==> src/design/plus_glue_config.svh <==
`ifndef PLUS_GLUE_CONFIG_SVH
`define PLUS_GLUE_CONFIG_SVH

// --------------------
// floppy image sizes
// --------------------

// last word address of an 819200 byte image
`define PT_DS_LAST_WORD 23'd409599

// last word address of a 409600 byte image
`define PT_SS_LAST_WORD 23'd204799

// --------------------
// memory map
// --------------------

// drive images sit right after the os rom
`define PT_DSK1_OFFSET 21'h080000
`define PT_DSK2_OFFSET 21'h100000

// --------------------
// timing
// --------------------

// reset hold in clk8 enables
// 65535 gives the ~8ms used on hardware
`define PT_RESET_HOLD 16'd64

// clk32 cycles per bus phase
`define PT_PHASE_CLKS 4

`endif

==> src/design/plus_pkg.sv <==
package plus_pkg;

	// --------------------
	// download port
	// --------------------

	// byte address as delivered by the io controller
	typedef logic [23:0] dl_addr_t;

	// 0 os rom, 1 first drive, 2 second drive
	typedef logic [4:0] dl_index_t;

	typedef logic [7:0] byte_t;

	// --------------------
	// memory side
	// --------------------

	// 68000 word address into ram/rom
	typedef logic [20:0] word_addr_t;

	// full sdram word address with region prefix
	typedef logic [24:0] sdram_addr_t;

	typedef logic [15:0] mem_data_t;

	// 0 64K, 1 128K, 2 256K, 3 512K
	typedef logic [1:0] rom_size_t;

	// --------------------
	// bus timing
	// --------------------

	// one full rotation is one 68000 bus cycle at 8MHz x4
	typedef enum logic [1:0] {
		PH_VIDEO = 2'b00,
		PH_CPU0  = 2'b01,
		PH_IO    = 2'b10,
		PH_CPU1  = 2'b11
	} bus_phase_t;

endpackage

==> src/design/plus_ifs.sv <==
`timescale 1ns/1ps

// download port as seen inside the design
interface dl_bus_if;
	import plus_pkg::*;

	logic      active;
	dl_index_t index;
	dl_addr_t  addr;
	byte_t     data;
	logic      wr;

	// places the bytes in memory
	modport writer (
		input index,
		input addr,
		input data,
		input wr
	);

	// watches the end of each file
	modport tracker (
		input active,
		input index,
		input addr,
		input wr
	);
endinterface

// one sdram request
interface mem_req_if;
	import plus_pkg::*;

	sdram_addr_t addr;
	mem_data_t   din;
	logic [1:0]  ds;
	logic        we;
	logic        oe;

	modport source (
		output addr,
		output din,
		output ds,
		output we,
		output oe
	);

	modport sink (
		input addr,
		input din,
		input ds,
		input we,
		input oe
	);
endinterface

==> src/design/bus_phase_gen.sv <==
`timescale 1ns/1ps
`include "plus_glue_config.svh"

module bus_phase_gen (
	input  logic                 clk32,
	input  logic                 rst_i,
	output logic                 clk8_en_o,
	output plus_pkg::bus_phase_t phase_o
);
	import plus_pkg::*;

	localparam int CNT_W = $clog2(`PT_PHASE_CLKS);

	logic [CNT_W-1:0] cnt_q;

	// last clk32 cycle of each phase
	assign clk8_en_o = (cnt_q == CNT_W'(`PT_PHASE_CLKS - 1));

	always_ff @(posedge clk32) begin
		if (rst_i) begin
			cnt_q   <= '0;
			phase_o <= PH_VIDEO;
		end else begin
			cnt_q <= clk8_en_o ? '0 : cnt_q + 1'b1;
			if (clk8_en_o) begin
				// video, cpu, io, cpu
				case (phase_o)
					PH_VIDEO: phase_o <= PH_CPU0;
					PH_CPU0:  phase_o <= PH_IO;
					PH_IO:    phase_o <= PH_CPU1;
					default:  phase_o <= PH_VIDEO;
				endcase
			end
		end
	end

endmodule

==> src/design/download_writer.sv <==
`timescale 1ns/1ps
`include "plus_glue_config.svh"

module download_writer (
	input  logic                 clk32,
	input  logic                 rst_i,
	dl_bus_if.writer             dl,
	input  plus_pkg::bus_phase_t phase_i,
	input  logic                 clk8_en_i,
	mem_req_if.source            req,
	output logic                 dl_ready_o
);
	import plus_pkg::*;

	logic       pend_q;
	logic       slot_q;
	word_addr_t word_offset;
	word_addr_t word_addr;

	// rom at 0, disk images behind it
	always_comb begin
		case (dl.index)
			5'd0:    word_offset = '0;
			5'd1:    word_offset = `PT_DSK1_OFFSET;
			default: word_offset = `PT_DSK2_OFFSET;
		endcase
	end

	// byte address counts bytes, memory counts words
	assign word_addr = dl.addr[21:1] + word_offset;

	// --------------------
	// request to sdram
	// --------------------
	assign req.addr = {4'b0001, word_addr};
	assign req.din  = {dl.data, dl.data};
	assign req.ds   = {~dl.addr[0], dl.addr[0]};
	assign req.we   = slot_q;
	assign req.oe   = 1'b0;

	assign dl_ready_o = ~pend_q;

	// a write only owns an io phase it was pending for from the start
	always_ff @(posedge clk32) begin
		if (rst_i) begin
			pend_q <= 1'b0;
			slot_q <= 1'b0;
		end else begin
			if (dl.wr && !pend_q) begin
				pend_q <= 1'b1;
			end
			if (clk8_en_i && phase_i == PH_CPU0) begin
				slot_q <= pend_q | dl.wr;
			end else if (clk8_en_i && phase_i == PH_IO) begin
				slot_q <= 1'b0;
				// done at the end of the slot
				if (slot_q) begin
					pend_q <= 1'b0;
				end
			end
		end
	end

endmodule

==> src/design/image_tracker.sv <==
`timescale 1ns/1ps
`include "plus_glue_config.svh"

module image_tracker (
	input  logic                clk32,
	input  logic                rst_i,
	dl_bus_if.tracker           dl,
	input  logic [1:0]          eject_i,
	output logic [1:0]          disk_inserted_o,
	output logic [1:0]          disk_double_o,
	output plus_pkg::rom_size_t rom_size_o
);
	import plus_pkg::*;

	logic        active_d;
	logic        fall_q;
	logic [22:0] last_word_q;
	dl_index_t   idx_q;
	logic [1:0]  ds_q;
	logic [1:0]  ss_q;

	// --------------------
	// end of download
	// --------------------
	always_ff @(posedge clk32) begin
		if (rst_i) begin
			active_d <= 1'b0;
			fall_q   <= 1'b0;
		end else begin
			active_d <= dl.active;
			fall_q   <= active_d & ~dl.active;
		end
	end

	// final word address and file of the running download
	always_ff @(posedge clk32) begin
		if (dl.active) begin
			last_word_q <= dl.addr[23:1];
			idx_q       <= dl.index;
		end
	end

	// --------------------
	// drive flags
	// --------------------
	for (genvar d = 0; d < 2; d++) begin : g_drive
		always_ff @(posedge clk32) begin
			if (rst_i) begin
				ds_q[d] <= 1'b0;
				ss_q[d] <= 1'b0;
			end else if (eject_i[d]) begin
				ds_q[d] <= 1'b0;
				ss_q[d] <= 1'b0;
			end else if (fall_q && idx_q == dl_index_t'(d + 1)) begin
				// anything else is an unknown image
				ds_q[d] <= (last_word_q == `PT_DS_LAST_WORD);
				ss_q[d] <= (last_word_q == `PT_SS_LAST_WORD);
			end
		end
	end

	assign disk_inserted_o = ds_q | ss_q;
	assign disk_double_o   = ds_q;

	// rom size follows the highest address bit written
	always_ff @(posedge clk32) begin
		if (rst_i) begin
			rom_size_o <= '0;
		end else if (dl.wr && dl.index == '0) begin
			rom_size_o <= {|dl.addr[18:17], dl.addr[18] | (dl.addr[16] & ~dl.addr[17])};
		end
	end

endmodule

==> src/design/mem_arbiter.sv <==
`timescale 1ns/1ps

module mem_arbiter (
	input  logic                  clk32,
	input  logic                  rst_i,
	input  plus_pkg::bus_phase_t  phase_i,
	input  logic                  dl_active_i,
	mem_req_if.sink               dl_req,
	mem_req_if.sink               cpu_req,
	input  logic                  disk_read_i,
	input  logic                  cpu_byte_sel_i,
	output plus_pkg::sdram_addr_t sdram_addr_o,
	output plus_pkg::mem_data_t   sdram_din_o,
	output logic [1:0]            sdram_ds_o,
	output logic                  sdram_we_o,
	output logic                  sdram_oe_o,
	input  plus_pkg::mem_data_t   sdram_data_i,
	output plus_pkg::mem_data_t   cpu_data_o
);
	import plus_pkg::*;

	logic      dl_slot;
	mem_data_t disk_data;

	// download owns the io phase while a file is coming in
	assign dl_slot = dl_active_i && (phase_i == PH_IO);

	// --------------------
	// request mux
	// --------------------
	always_ff @(posedge clk32) begin
		if (dl_slot) begin
			sdram_addr_o <= dl_req.addr;
			sdram_din_o  <= dl_req.din;
			sdram_ds_o   <= dl_req.ds;
		end else begin
			sdram_addr_o <= cpu_req.addr;
			sdram_din_o  <= cpu_req.din;
			sdram_ds_o   <= cpu_req.ds;
		end
	end

	always_ff @(posedge clk32) begin
		if (rst_i) begin
			sdram_we_o <= 1'b0;
			sdram_oe_o <= 1'b0;
		end else begin
			sdram_we_o <= dl_slot ? dl_req.we : cpu_req.we;
			sdram_oe_o <= dl_slot ? dl_req.oe : cpu_req.oe;
		end
	end

	// --------------------
	// read data
	// --------------------

	// disk images are read byte wide
	assign disk_data = cpu_byte_sel_i ? {sdram_data_i[7:0], sdram_data_i[7:0]}
	                                  : {sdram_data_i[15:8], sdram_data_i[15:8]};

	// ffff keeps the screen black during a download
	always_comb begin
		if (dl_slot) begin
			cpu_data_o = 16'hffff;
		end else if (disk_read_i) begin
			cpu_data_o = disk_data;
		end else begin
			cpu_data_o = sdram_data_i;
		end
	end

endmodule

==> src/design/reset_stretch.sv <==
`timescale 1ns/1ps
`include "plus_glue_config.svh"

module reset_stretch (
	input  logic                clk32,
	input  logic                rst_i,
	input  logic                clk8_en_i,
	input  logic                dl_active_i,
	input  plus_pkg::dl_index_t dl_index_i,
	input  logic                user_reset_i,
	input  logic                cpu_reset_req_i,
	input  logic                mem_4mb_i,
	output logic                cpu_reset_n_o
);
	import plus_pkg::*;

	logic [15:0] hold_cnt_q;
	logic        mem_last_q;
	logic        rom_dl;
	logic        src;

	assign rom_dl = dl_active_i && (dl_index_i == dl_index_t'(0));

	// memory size change needs a cold start
	assign src = user_reset_i | rom_dl | cpu_reset_req_i | (mem_4mb_i ^ mem_last_q);

	always_ff @(posedge clk32) begin
		if (rst_i) begin
			hold_cnt_q <= `PT_RESET_HOLD;
			mem_last_q <= mem_4mb_i;
		end else if (clk8_en_i) begin
			mem_last_q <= mem_4mb_i;
			if (src) begin
				hold_cnt_q <= `PT_RESET_HOLD;
			end else if (hold_cnt_q != '0) begin
				hold_cnt_q <= hold_cnt_q - 1'b1;
			end
		end
	end

	assign cpu_reset_n_o = (hold_cnt_q == '0) && !src;

endmodule

==> src/design/plus_glue.sv <==
`timescale 1ns/1ps

module plus_glue (
	input  logic                  clk32,
	input  logic                  rst_i,
	// download port
	input  logic                  dl_active_i,
	input  plus_pkg::dl_index_t   dl_index_i,
	input  plus_pkg::dl_addr_t    dl_addr_i,
	input  plus_pkg::byte_t       dl_data_i,
	input  logic                  dl_wr_i,
	output logic                  dl_ready_o,
	// floppy status
	input  logic [1:0]            eject_i,
	output logic [1:0]            disk_inserted_o,
	output logic [1:0]            disk_double_o,
	output plus_pkg::rom_size_t   rom_size_o,
	// cpu memory request
	input  plus_pkg::word_addr_t  cpu_addr_i,
	input  logic                  cpu_rom_sel_i,
	input  plus_pkg::mem_data_t   cpu_din_i,
	input  logic [1:0]            cpu_ds_i,
	input  logic                  cpu_we_i,
	input  logic                  cpu_oe_i,
	input  logic                  cpu_byte_sel_i,
	input  logic                  disk_read_i,
	output plus_pkg::mem_data_t   cpu_data_o,
	// sdram port
	output plus_pkg::sdram_addr_t sdram_addr_o,
	output plus_pkg::mem_data_t   sdram_din_o,
	output logic [1:0]            sdram_ds_o,
	output logic                  sdram_we_o,
	output logic                  sdram_oe_o,
	input  plus_pkg::mem_data_t   sdram_data_i,
	// reset sources
	input  logic                  user_reset_i,
	input  logic                  cpu_reset_req_i,
	input  logic                  mem_4mb_i,
	output logic                  cpu_reset_n_o
);
	import plus_pkg::*;

	logic       clk8_en;
	bus_phase_t phase;

	dl_bus_if  dl_bus ();
	mem_req_if dl_req ();
	mem_req_if cpu_req ();

	// --------------------
	// download port
	// --------------------
	assign dl_bus.active = dl_active_i;
	assign dl_bus.index  = dl_index_i;
	assign dl_bus.addr   = dl_addr_i;
	assign dl_bus.data   = dl_data_i;
	assign dl_bus.wr     = dl_wr_i;

	// rom select picks the rom region in sdram
	assign cpu_req.addr = {3'b000, cpu_rom_sel_i, cpu_addr_i};
	assign cpu_req.din  = cpu_din_i;
	assign cpu_req.ds   = cpu_ds_i;
	assign cpu_req.we   = cpu_we_i;
	assign cpu_req.oe   = cpu_oe_i;

	bus_phase_gen u_phase (
		.clk32     (clk32),
		.rst_i     (rst_i),
		.clk8_en_o (clk8_en),
		.phase_o   (phase)
	);

	download_writer u_writer (
		.clk32      (clk32),
		.rst_i      (rst_i),
		.dl         (dl_bus),
		.phase_i    (phase),
		.clk8_en_i  (clk8_en),
		.req        (dl_req),
		.dl_ready_o (dl_ready_o)
	);

	image_tracker u_tracker (
		.clk32           (clk32),
		.rst_i           (rst_i),
		.dl              (dl_bus),
		.eject_i         (eject_i),
		.disk_inserted_o (disk_inserted_o),
		.disk_double_o   (disk_double_o),
		.rom_size_o      (rom_size_o)
	);

	mem_arbiter u_arbiter (
		.clk32          (clk32),
		.rst_i          (rst_i),
		.phase_i        (phase),
		.dl_active_i    (dl_active_i),
		.dl_req         (dl_req),
		.cpu_req        (cpu_req),
		.disk_read_i    (disk_read_i),
		.cpu_byte_sel_i (cpu_byte_sel_i),
		.sdram_addr_o   (sdram_addr_o),
		.sdram_din_o    (sdram_din_o),
		.sdram_ds_o     (sdram_ds_o),
		.sdram_we_o     (sdram_we_o),
		.sdram_oe_o     (sdram_oe_o),
		.sdram_data_i   (sdram_data_i),
		.cpu_data_o     (cpu_data_o)
	);

	reset_stretch u_reset (
		.clk32           (clk32),
		.rst_i           (rst_i),
		.clk8_en_i       (clk8_en),
		.dl_active_i     (dl_active_i),
		.dl_index_i      (dl_index_i),
		.user_reset_i    (user_reset_i),
		.cpu_reset_req_i (cpu_reset_req_i),
		.mem_4mb_i       (mem_4mb_i),
		.cpu_reset_n_o   (cpu_reset_n_o)
	);

endmodule

==> config.mk <==
export PLATFORM = sky130hd
export DESIGN_NAME = plus_glue
export DESIGN_NICKNAME = d
export VERILOG_FILES = /design/src/design/plus_pkg.sv /design/src/design/plus_ifs.sv /design/src/design/bus_phase_gen.sv /design/src/design/download_writer.sv /design/src/design/image_tracker.sv /design/src/design/mem_arbiter.sv /design/src/design/reset_stretch.sv /design/src/design/plus_glue.sv
export VERILOG_INCLUDE_DIRS = /design/src /design/src/design
export SDC_FILE = /design/constraint.sdc
export NUM_CORES = 1
export LEC_CHECK = 0
export ABC_AREA = 1
export BUFFER_PORTS_ARGS = -buffer_cell sky130_fd_sc_hd__buf_2
export CORE_MARGIN = 5
export CORE_UTILIZATION = 48
export CTS_CLUSTER_DIAMETER = 40
export DETAILED_ROUTE_END_ITERATION = 8
export PLACE_DENSITY_LB_ADDON = 0.1
export SYNTH_ARGS = -nofsm -noshare
export SYNTH_HDL_FRONTEND = slang
export SYNTH_SLANG_ARGS = --single-unit
==> constraint.sdc <==
create_clock -name clk32 -period 1.8 [get_ports clk32]
set_input_delay 0.36 -clock clk32 [delete_from_list [all_inputs] [get_ports clk32]]
set_output_delay 0.36 -clock clk32 [all_outputs]
set_load 0.02 [all_outputs]
==> results of run 1 <==
-- sequential cells by signal, indices dropped and copies added, names as in the netlist, 2 cells and up --
name	flops
u_reset.hold_cnt_q	16
u_phase.cnt_q	2
u_tracker.last_word_q	23
u_arbiter.sdram_addr_o	22
u_tracker.disk_double_o	2
u_tracker.rom_size_o	2
u_arbiter.sdram_ds_o	2
u_phase.phase_o	2
u_arbiter.sdram_din_o	16
u_tracker.ss_q	2
u_tracker.idx_q	5
-- critical path: cells and delay by family, from the launching register on --
| family | cells | cell delay (ps) |
|---|---|---|
| buffers and inverters | 2 | 240 |
| adders and majority gates | 1 | 150 |
| DFF | 1 | 340 |
| and+or+nand+nor | 6 | 510 |
-- logic make-up (layout without fill, tap and decap cells) --
family	after synthesis	count (layout)	share of synthesized area (%)
adders and majority gates	6	6	1.72
buffers and inverters	64	268	6.15
and+or+nand+nor	344	344	32.6
AOI/OAI and AO/OA	46	46	5.81
DFF	101	101	52.8
xor gates and xnor gates	4	4	0.801
other	1	3	0.0857
-- cells in the mapped netlist --
cell type / count
o21ai_0: 27
or2_2: 5
nand4_1: 5
buf_6: 2
clkbuf_1: 13
nor4_1: 3
a21oi_1: 12
clkinv_1: 1
buf_2: 2
nand2_1: 200
xor2_1: 2
buf_4: 3
nor2_2: 6
inv_1: 42
xnor2_1: 2
dfxtp_1: 72
edfxtp_1: 29
and3_1: 1
nor2_4: 2
nor3_1: 6
nand3_1: 33
o21bai_1: 2
conb_1: 1
buf_1: 1
nor2_1: 76
a21oi_2: 3
nand3b_1: 3
o21ai_2: 2
ha_1: 6
nand2_2: 4
-- what timing repair did --
item / CTS / global route
gates cloned: 0 / 1
pin swaps: 5 / 5
setup buffers: 8 / 7
endpoints found under the setup margin: 17 / 18
resized for setup: 15 / 45
hold endpoints to repair: 0 / 0
hold buffers: 0 / 0
-- stage by stage --
step / setup TNS [ps] / std cells / setup WS [ps] / area [sq um] / util, %
2_1_floorplan: -0.506 / 568 / -0.506 / 4390 / -
3_3_place_gp: 0 / 848 / 52.7 / 5440 / 61.8
3_5_place_dp: 0 / 848 / 28.5 / 5440 / 61.8
4_1_cts: -242 / 872 / -212 / 5740 / 65.2
5_1_grt: -564 / 880 / -286 / 5950 / 67.6
6_report: -212 / 880 / -150 / 5950 / 67.6
-- power by group --
part / switching, uW / internal (uW)
logic: 586 / 402
clock network: 800 / 608
registers: 55.4 / 2500
total: 1440 / 3500
-- layer usage --
metal	part of all wire [%]	routed length, um	up-vias	track usage [%]
met4	1.4	174	2	5.81
met3	7.4	890	19	4.89
met1	40	4830	1902	24.9
met5	0.067	8	-	0
li1	-	-	2190	-
met2	51	6100	154	38.0
-- area by class of cell --
type | count | area share [%]
sequential | 101 | 39.0
timing repair buffer | 209 | 20.3
tap | 108 | 2.27
clock inverter | 6 | 0.841
clock buffer | 10 | 2.50
inverter | 43 | 2.75
multi-input combinational | 403 | 32.3
-- worst max path at each step --
stage / from / endpoint / cells past startpoint
final: u_reset.hold_cnt_q[0] / cpu_reset_n_o / 9
after global routing: u_reset.hold_cnt_q[5] / cpu_reset_n_o / 8
after CTS: u_reset.hold_cnt_q[0] / cpu_reset_n_o / 9
after detailed placement: dl_index_i[3] / u_reset.hold_cnt_q[15] / 9
after global placement: dl_index_i[3] / cpu_reset_n_o / 6
after floorplan: u_reset.hold_cnt_q[0] / cpu_reset_n_o / 8
==> impl_metrics.py, run 1 <==
metrics = {
    "floorplan": {
        "core_area_sq_mm": 0.00881,
        "die_area_sq_mm": 0.0111,
        "die_h_um": 105,
        "ios": 175,
        "die_w_um": 105,
        "fp-row-count": 34,
        "initial_utilization_pct": 49.7,
    },
    "cells_and_area": {
        "fillers": 778,
        "layout_common_cells": "nand2_1 (196), buf_2 (161), nor2_1 (73), dfxtp_1 (64), inv_1 (38)",
        "fin_nets": 879,
        "multi_input_area_sq_mm": 0.00192,
        "drive_gt1_share_pct": 35.9,
        "layout_commonest_cell": "nand2_1",
        "seq_area_sq_mm": 0.00232,
        "num_antenna_cells": 0,
        "syn2layout_area_growth_pct": 36.0,
    },
    "sta": {
        "max_freq_ghz": 0.513,
        "finalWorstPathRequiredPeriod_ps": 1950,
        "relSlewSlack_pct": 63.4,
        "setup_viol_count_final": 2,
        "skew_ps": 12.0,
        "worstMarginPinSlew_ps": 544,
        "hold_viol_final": 0,
        "hold_ws_ps": 184,
        "fin_ws_ps": -150,
        "slew_viol_final": 0,
        "fin_crit_sh_pct": 108,
        "rsz0062_at_grt": "true",
    },
    "outcome": {
        "violations": "setup timing",
        "status": "complete, but fails checks",
    },
    "hold_path": {
        "hold_path_end": "u_arbiter.sdram_addr_o[21]",
        "min_path_cells": 2,
        "worstHoldStart": "cpu_rom_sel_i",
        "min_path_type": "in -> reg",
    },
    "global_route": {
        "gr-total-overflow": 0,
        "grtUsageTotal_pct": 21.0,
        "grt_pass1_wl_mm": 19.1,
        "grt_pass1_vias": 4080,
        "antenna_found_initial": 1,
        "grt_max_degree": 31,
    },
    "synth": {
        "ys_seq_area_share_pct": 52.8,
        "yosys_warnings": 0,
        "yosys-top-cells-area": "dfxtp_1 (33%), edfxtp_1 (20%), nand2_1 (17%), nor2_1 (6.5%), nand3_1 (3.8%)",
        "yosysTopAreaCell": "dfxtp_1",
        "synth_top_cell_area_share_pct": 32.9,
        "syn_area_sq_mm": 0.00438,
        "avgSynthCellArea_sq_um": 7.73,
        "synth_cell_types": 30,
        "ys_ff_latch": 101,
        "synthCells": 566,
    },
    "routing": {
        "routed-via-count": 4267,
        "wl_per_cell_um": 13.6,
        "antenna_left": 0,
        "routed_wl_mm": 12.0,
        "drtIter0Drc": 197,
        "drtPass1Iterations": 5,
        "drc": 0,
        "viasPerCell": 4.85,
    },
    "clock_tree": {
        "cts-root-buf": "clkbuf_8",
        "cts_tree": "yes",
        "cts.sinks": 101,
        "htree_levels": 3,
        "cts_buffer_depth": 2,
        "cts_buffers": 9,
        "clk_pin_slew_ps": 100,
        "clk_latency_ps": 360,
    },
    "power": {
        "cellLeakagePower_uw": 0.00306,
        "power.density_mw_per_mm2": 831,
        "p_total_uw": 4950,
        "ir_worst_vdd_mv": 0.462,
    },
    "worst_setup_path": {
        "required_ps": 1440,
        "cpPeakStageDelay_ps": 340,
        "crit_arrival_ps": 1590,
        "worstSetupPathType": "reg -> out",
        "endpoint_kind": "output pin",
        "crit_path_start_kind": "register",
        "regToRegSetupSlack_ps": -60,
        "r2r-start": "u_reset.hold_cnt_q[1]",
        "path_cells": "inv_2 > ha_4 > nand2_4 > nor2_4 > nand2_2 > nor2_2 > nand2_1 > nor3_2 > buf_4",
        "crit_slowest_cell": "dfxtp_2",
        "reg2reg_to": "u_reset.hold_cnt_q[12]",
        "r2r_cells": 17,
        "cp_max_fo": 2,
    },
    "job": {
        "drv_cap": 0,
    },
    "place": {
        "place.gp.congestion": 0.863,
        "dp_hpwl_mm": 9.14,
        "port_buffers": 171,
    },
}
Power figures use the tool's default switching activity.
==> run 2, diff against run 1 <==
CORE_ASPECT_RATIO = 0.7   (was not set)
PLACE_DENSITY = 0.87   (was not set)
PLACE_DENSITY_LB_ADDON = not set   (was 0.1)
==> impl_metrics.py, run 2 (synthesis results as in run 1) <==
metrics = {
    "sta": {
        "finalWorstPathRequiredPeriod_ps": 2000,
        "max_freq_ghz": 0.500,
        "skew_ps": 9.80,
        "fin_crit_sh_pct": 111,
        "worstMarginPinSlew_ps": 537,
        "hold_viol_final": 0,
        "setup_viol_count_final": 2,
        "relSlewSlack_pct": 63.9,
        "slew_viol_final": 0,
        "rsz0062_at_grt": "true",
        "hold_ws_ps": 196,
        "fin_ws_ps": -201,
    },
    "worst_setup_path": {
        "crit_path_start_kind": "register",
        "cp_max_fo": 2,
        "required_ps": 1440,
        "worstSetupPathType": "reg -> out",
        "crit_arrival_ps": 1640,
        "endpoint_kind": "output pin",
    },
    "cells_and_area": {
        "layout_common_cells": "nand2_1 (196), buf_2 (158), nor2_1 (74), dfxtp_1 (61), inv_1 (38)",
        "reg.largest.list": "u_tracker.last_word_q x23, u_arbiter.sdram_addr_o x22",
        "largest_reg_flops": 23,
        "layout_commonest_cell": "nand2_1",
        "fillers": 678,
        "largest_register": "u_tracker.last_word_q",
        "drive_gt1_share_pct": 35.9,
        "syn2layout_area_growth_pct": 39.5,
        "num_antenna_cells": 0,
        "fin_util_pct": 68.1,
        "fin_nets": 876,
    },
    "clock_tree": {
        "clk_pin_slew_ps": 70,
        "cts_tree": "yes",
        "clk_latency_ps": 340,
        "holdBufCountCts": 0,
        "cts.sinks": 101,
        "cts_buffers": 9,
        "htree_levels": 3,
        "cts_buffer_depth": 2,
        "cts-root-buf": "clkbuf_16",
    },
    "power": {
        "ir_worst_vdd_mv": 0.657,
        "power.density_mw_per_mm2": 915,
        "cellLeakagePower_uw": 0.00311,
    },
    "place": {
        "port_buffers": 171,
        "place.gp.congestion": 0.907,
        "dp_hpwl_mm": 9.60,
    },
    "global_route": {
        "gr-total-overflow": 0,
        "grt_pass1_wl_mm": 20.6,
        "grt_max_degree": 44,
        "grt_pass1_vias": 4461,
        "grtUsageTotal_pct": 23.1,
        "antenna_found_initial": 0,
    },
    "routing": {
        "drtIter0Drc": 326,
        "wl_per_cell_um": 15.0,
        "antenna_left": 0,
        "drtPass1Iterations": 5,
        "drc": 0,
        "routed-via-count": 4503,
        "routed_wl_mm": 13.4,
        "viasPerCell": 5.04,
    },
    "hold_path": {
        "min_path_type": "in -> reg",
    },
    "job": {
        "drv_cap": 0,
    },
    "floorplan": {
        "core_area_sq_mm": 0.00896,
        "fp-row-count": 29,
        "ios": 175,
        "die_h_um": 89.9,
        "initial_utilization_pct": 48.8,
        "die_w_um": 124,
        "die_area_sq_mm": 0.0112,
    },
    "outcome": {
        "status": "complete, but fails checks",
        "violations": "setup timing",
    },
}
## run 2: cell types whose count changed in the layout (fill, tap and decap cells not counted), sizes merged
cell,previous run,this run
buf,209,206
clkinv,4,2
bufinv,0,1
clkinvlp,0,1
## run 2: path summary, 6_finish.rpt
| check | from | depth (start not counted) | end | slack [ps] |
|---|---|---|---|---|
| setup / recovery | u_reset.hold_cnt_q[0] | 9 | cpu_reset_n_o | -200 |
| setup reg to reg | u_reset.hold_cnt_q[0] | 13 | u_reset.hold_cnt_q[14] | 10 |
| hold reg to reg | u_phase.cnt_q[0] | 1 | u_phase.cnt_q[0] | 420 |
| hold / removal | dl_addr_i[22] | 1 | u_tracker.last_word_q[21] | 200 |
## run 2: final cells by class
type	count	area, sq um	area share [%]
sequential	101	2330	38.1
tap	124	155	2.54
clock buffer	10	229	3.75
clock inverter	6	80.1	1.31
inverter	43	164	2.68
multi-input combinational	403	1930	31.6
timing repair buffer	206	1220	20.1
## run 2: per-layer routing
layer  share of wire (%)  global-route usage [%]  up-vias
li1                    -                       -     2186
met1                  37                    25.7     2050
met2                  50                    40.2      216
met3                 8.9                    7.21       51
met4                 3.5                    9.85        0
met5                   0                       0        -
## run 2: worst max-delay path, cell delays in order (launching register included)
cell     delay (ps)
dfxtp_2         330
inv_2            80
ha_4            160
nand2_4          60
nor2_4           90
nand2_2          60
nor2_2          100
nand2_1          90
nor3_2          180
buf_4           170
## run 2: power by group
part           leakage (uW)  switching, uW  internal [uW]  total [uW]
registers          0.000886           60.7           2500        2560
logic               0.00208            618            412        1030
clock network      0.000149            889           1110        2000
total               0.00311           1570           4020        5590
## run 2: through the flow
step	instances	total power, uW	setup slack (ps)	TNS (ps)	instance area, sq um
floorplan	568	3120	-0.506	-0.506	4390
global placement	861	3450	76.2	0	5450
detailed placement	861	3490	15.2	0	5450
CTS	889	5550	-135	-135	5990
global route	893	5820	-285	-624	6110
finish	893	5590	-201	-234	6110
## run 2: repair_timing
item                                    CTS  global route
endpoints found under the hold margin     0             0
resized for setup                        35            31
endpoints found under the setup margin   17             9
cloned                                    1             0
setup buffers                            11             5
pin swaps                                 7             9
==> run 3, diff against run 2 <==
BUFFER_PORTS_ARGS = not set   (was -buffer_cell sky130_fd_sc_hd__buf_2)
CAP_MARGIN = 10   (was not set)
CORE_UTILIZATION = 39   (was 48)
DONT_BUFFER_PORTS = 1   (was not set)
PLACE_DENSITY = 0.61   (was 0.87)
==> impl_metrics.py, run 3 (synthesis results as in run 1) <==
metrics = {
    "outcome": {
        "status": "complete, but fails checks",
        "violations": "setup timing",
    },
    "clock_tree": {
        "holdBufCountCts": 0,
        "clk_pin_slew_ps": 70,
        "cts_buffers": 9,
        "cts-root-buf": "clkbuf_16",
        "cts_tree": "yes",
        "htree_levels": 3,
        "cts.sinks": 101,
        "cts_buffer_depth": 2,
        "clk_latency_ps": 340,
    },
    "worst_setup_path": {
        "required_ps": 1440,
        "r2r_cells": 11,
        "crit_path_start_kind": "register",
        "endpoint_kind": "output pin",
        "worstSetupPathType": "reg -> out",
        "r2r-start": "u_reset.hold_cnt_q[0]",
        "regToRegSetupSlack_ps": 200,
        "cp_max_fo": 4,
        "crit_arrival_ps": 1590,
        "reg2reg_to": "u_reset.hold_cnt_q[2]",
        "crit_path_start": "u_reset.hold_cnt_q[8]",
    },
    "cells_and_area": {
        "largest_reg_flops": 23,
        "largest_register": "u_tracker.last_word_q",
        "drive_gt1_share_pct": 18.7,
        "layout_common_cells": "nand2_1 (195), nor2_1 (72), dfxtp_1 (68), inv_1 (38), edfxtp_1 (29)",
        "stdcell_area_sq_mm": 0.00542,
        "fillers": 1040,
        "layout_commonest_cell": "nand2_1",
        "num_antenna_cells": 0,
        "reg.largest.list": "u_tracker.last_word_q x23, u_arbiter.sdram_addr_o x22",
        "fin_nets": 712,
        "syn2layout_area_growth_pct": 23.8,
    },
    "job": {
        "drv_cap": 0,
    },
    "sta": {
        "relSlewSlack_pct": 58.4,
        "worstMarginPinSlew_ps": 617,
        "slew_viol_final": 0,
        "setup_viol_count_final": 3,
        "rsz0062_at_grt": "true",
        "max_freq_ghz": 0.513,
        "skew_ps": 4.53,
        "fin_ws_ps": -148,
        "finalWorstPathRequiredPeriod_ps": 1950,
        "fin_crit_sh_pct": 108,
        "hold_viol_final": 0,
        "hold_ws_ps": 70.8,
    },
    "routing": {
        "drtPass1Iterations": 4,
        "drc": 0,
        "routed-via-count": 3734,
        "viasPerCell": 4.93,
        "antenna_left": 0,
        "wl_per_cell_um": 15.4,
        "drtIter0Drc": 164,
        "routed_wl_mm": 11.6,
    },
    "global_route": {
        "grt_pass1_wl_mm": 17.6,
        "grt_pass1_vias": 3562,
        "grtUsageTotal_pct": 16.5,
        "grt_max_degree": 37,
        "gr-total-overflow": 0,
        "antenna_found_initial": 0,
    },
    "floorplan": {
        "fp-row-count": 32,
        "core_area_sq_mm": 0.0110,
        "die_h_um": 98.6,
        "initial_utilization_pct": 39.7,
        "die_w_um": 137,
        "ios": 175,
        "die_area_sq_mm": 0.0135,
    },
    "place": {
        "place_area_sq_mm": 0.00475,
        "port_buffers": 0,
        "place.gp.congestion": 0.913,
        "dp_hpwl_mm": 8.67,
    },
    "hold_path": {
        "hold_path_end": "u_reset.hold_cnt_q[3]",
        "min_path_cells": 1,
        "worstHoldStart": "rst_i",
        "min_path_type": "in -> reg",
    },
    "power": {
        "ir_worst_vdd_mv": 0.476,
        "cellLeakagePower_uw": 0.00248,
        "power.density_mw_per_mm2": 952,
    },
}
## run 3: worst max-delay path by stage
stage,endpoint
after floorplan,cpu_reset_n_o
after global placement,cpu_reset_n_o
after detailed placement,cpu_reset_n_o
after CTS,cpu_reset_n_o
after global routing,cpu_reset_n_o
final,cpu_reset_n_o
## run 3: critical path, cell delays in order (launching register included)
cell and delay (ps):
dfxtp_1 370, nor2_2 170, nand2_1 90, inv_1 90, nand2_2 80, nor2_4 120
nand2_2 50, nor3_2 110, buf_4 160
## run 3: layout make-up
| cell class | instances | area, sq um | area share (%) |
|---|---|---|---|
| Multi-Input combinational cell | 403 | 2040 | 37.7 |
| Clock buffer | 10 | 239 | 4.41 |
| Sequential cell | 101 | 2320 | 42.8 |
| Inverter | 43 | 169 | 3.12 |
| Timing Repair Buffer | 42 | 422 | 7.78 |
| Tap cell | 153 | 191 | 3.53 |
| Clock inverter | 6 | 37.5 | 0.693 |
## run 3: metrics by stage
step / util (%) / std cells / setup TNS (ps) / worst slack [ps] / total power (uW)
global placement: 43.1 / 735 / 0 / 145 / 3280
global route: 49.2 / 758 / -1060 / -248 / 5410
detailed placement: 43.1 / 735 / 0 / 117 / 3310
floorplan: - / 568 / -0.506 / -0.506 / 3120
CTS: 46.6 / 754 / -154 / -150 / 5120
finish: 49.2 / 758 / -210 / -148 / 5160
## run 3: timing repair
item                                   4_1_cts  5_1_grt
resized for setup                           19       53
setup endpoints to repair                   17       16
gates cloned                                 1        1
setup buffers                                2        3
pin swaps                                    1        3
endpoints found under the hold margin        0        0
## run 3: report_power, final
part,internal (uW),switching [uW]
registers,2500,172
logic,296,410
clock network,970,814
total,3770,1400
## run 3: layer usage
layer  GRT usage (%)  up-vias  part of all wire [%]
met3            5.46       18                   8.5
met5               0        -                     0
met1            20.4     1739                    42
met2            26.9      131                    48
met4            6.04        0                   1.9
li1                -     1846                     -
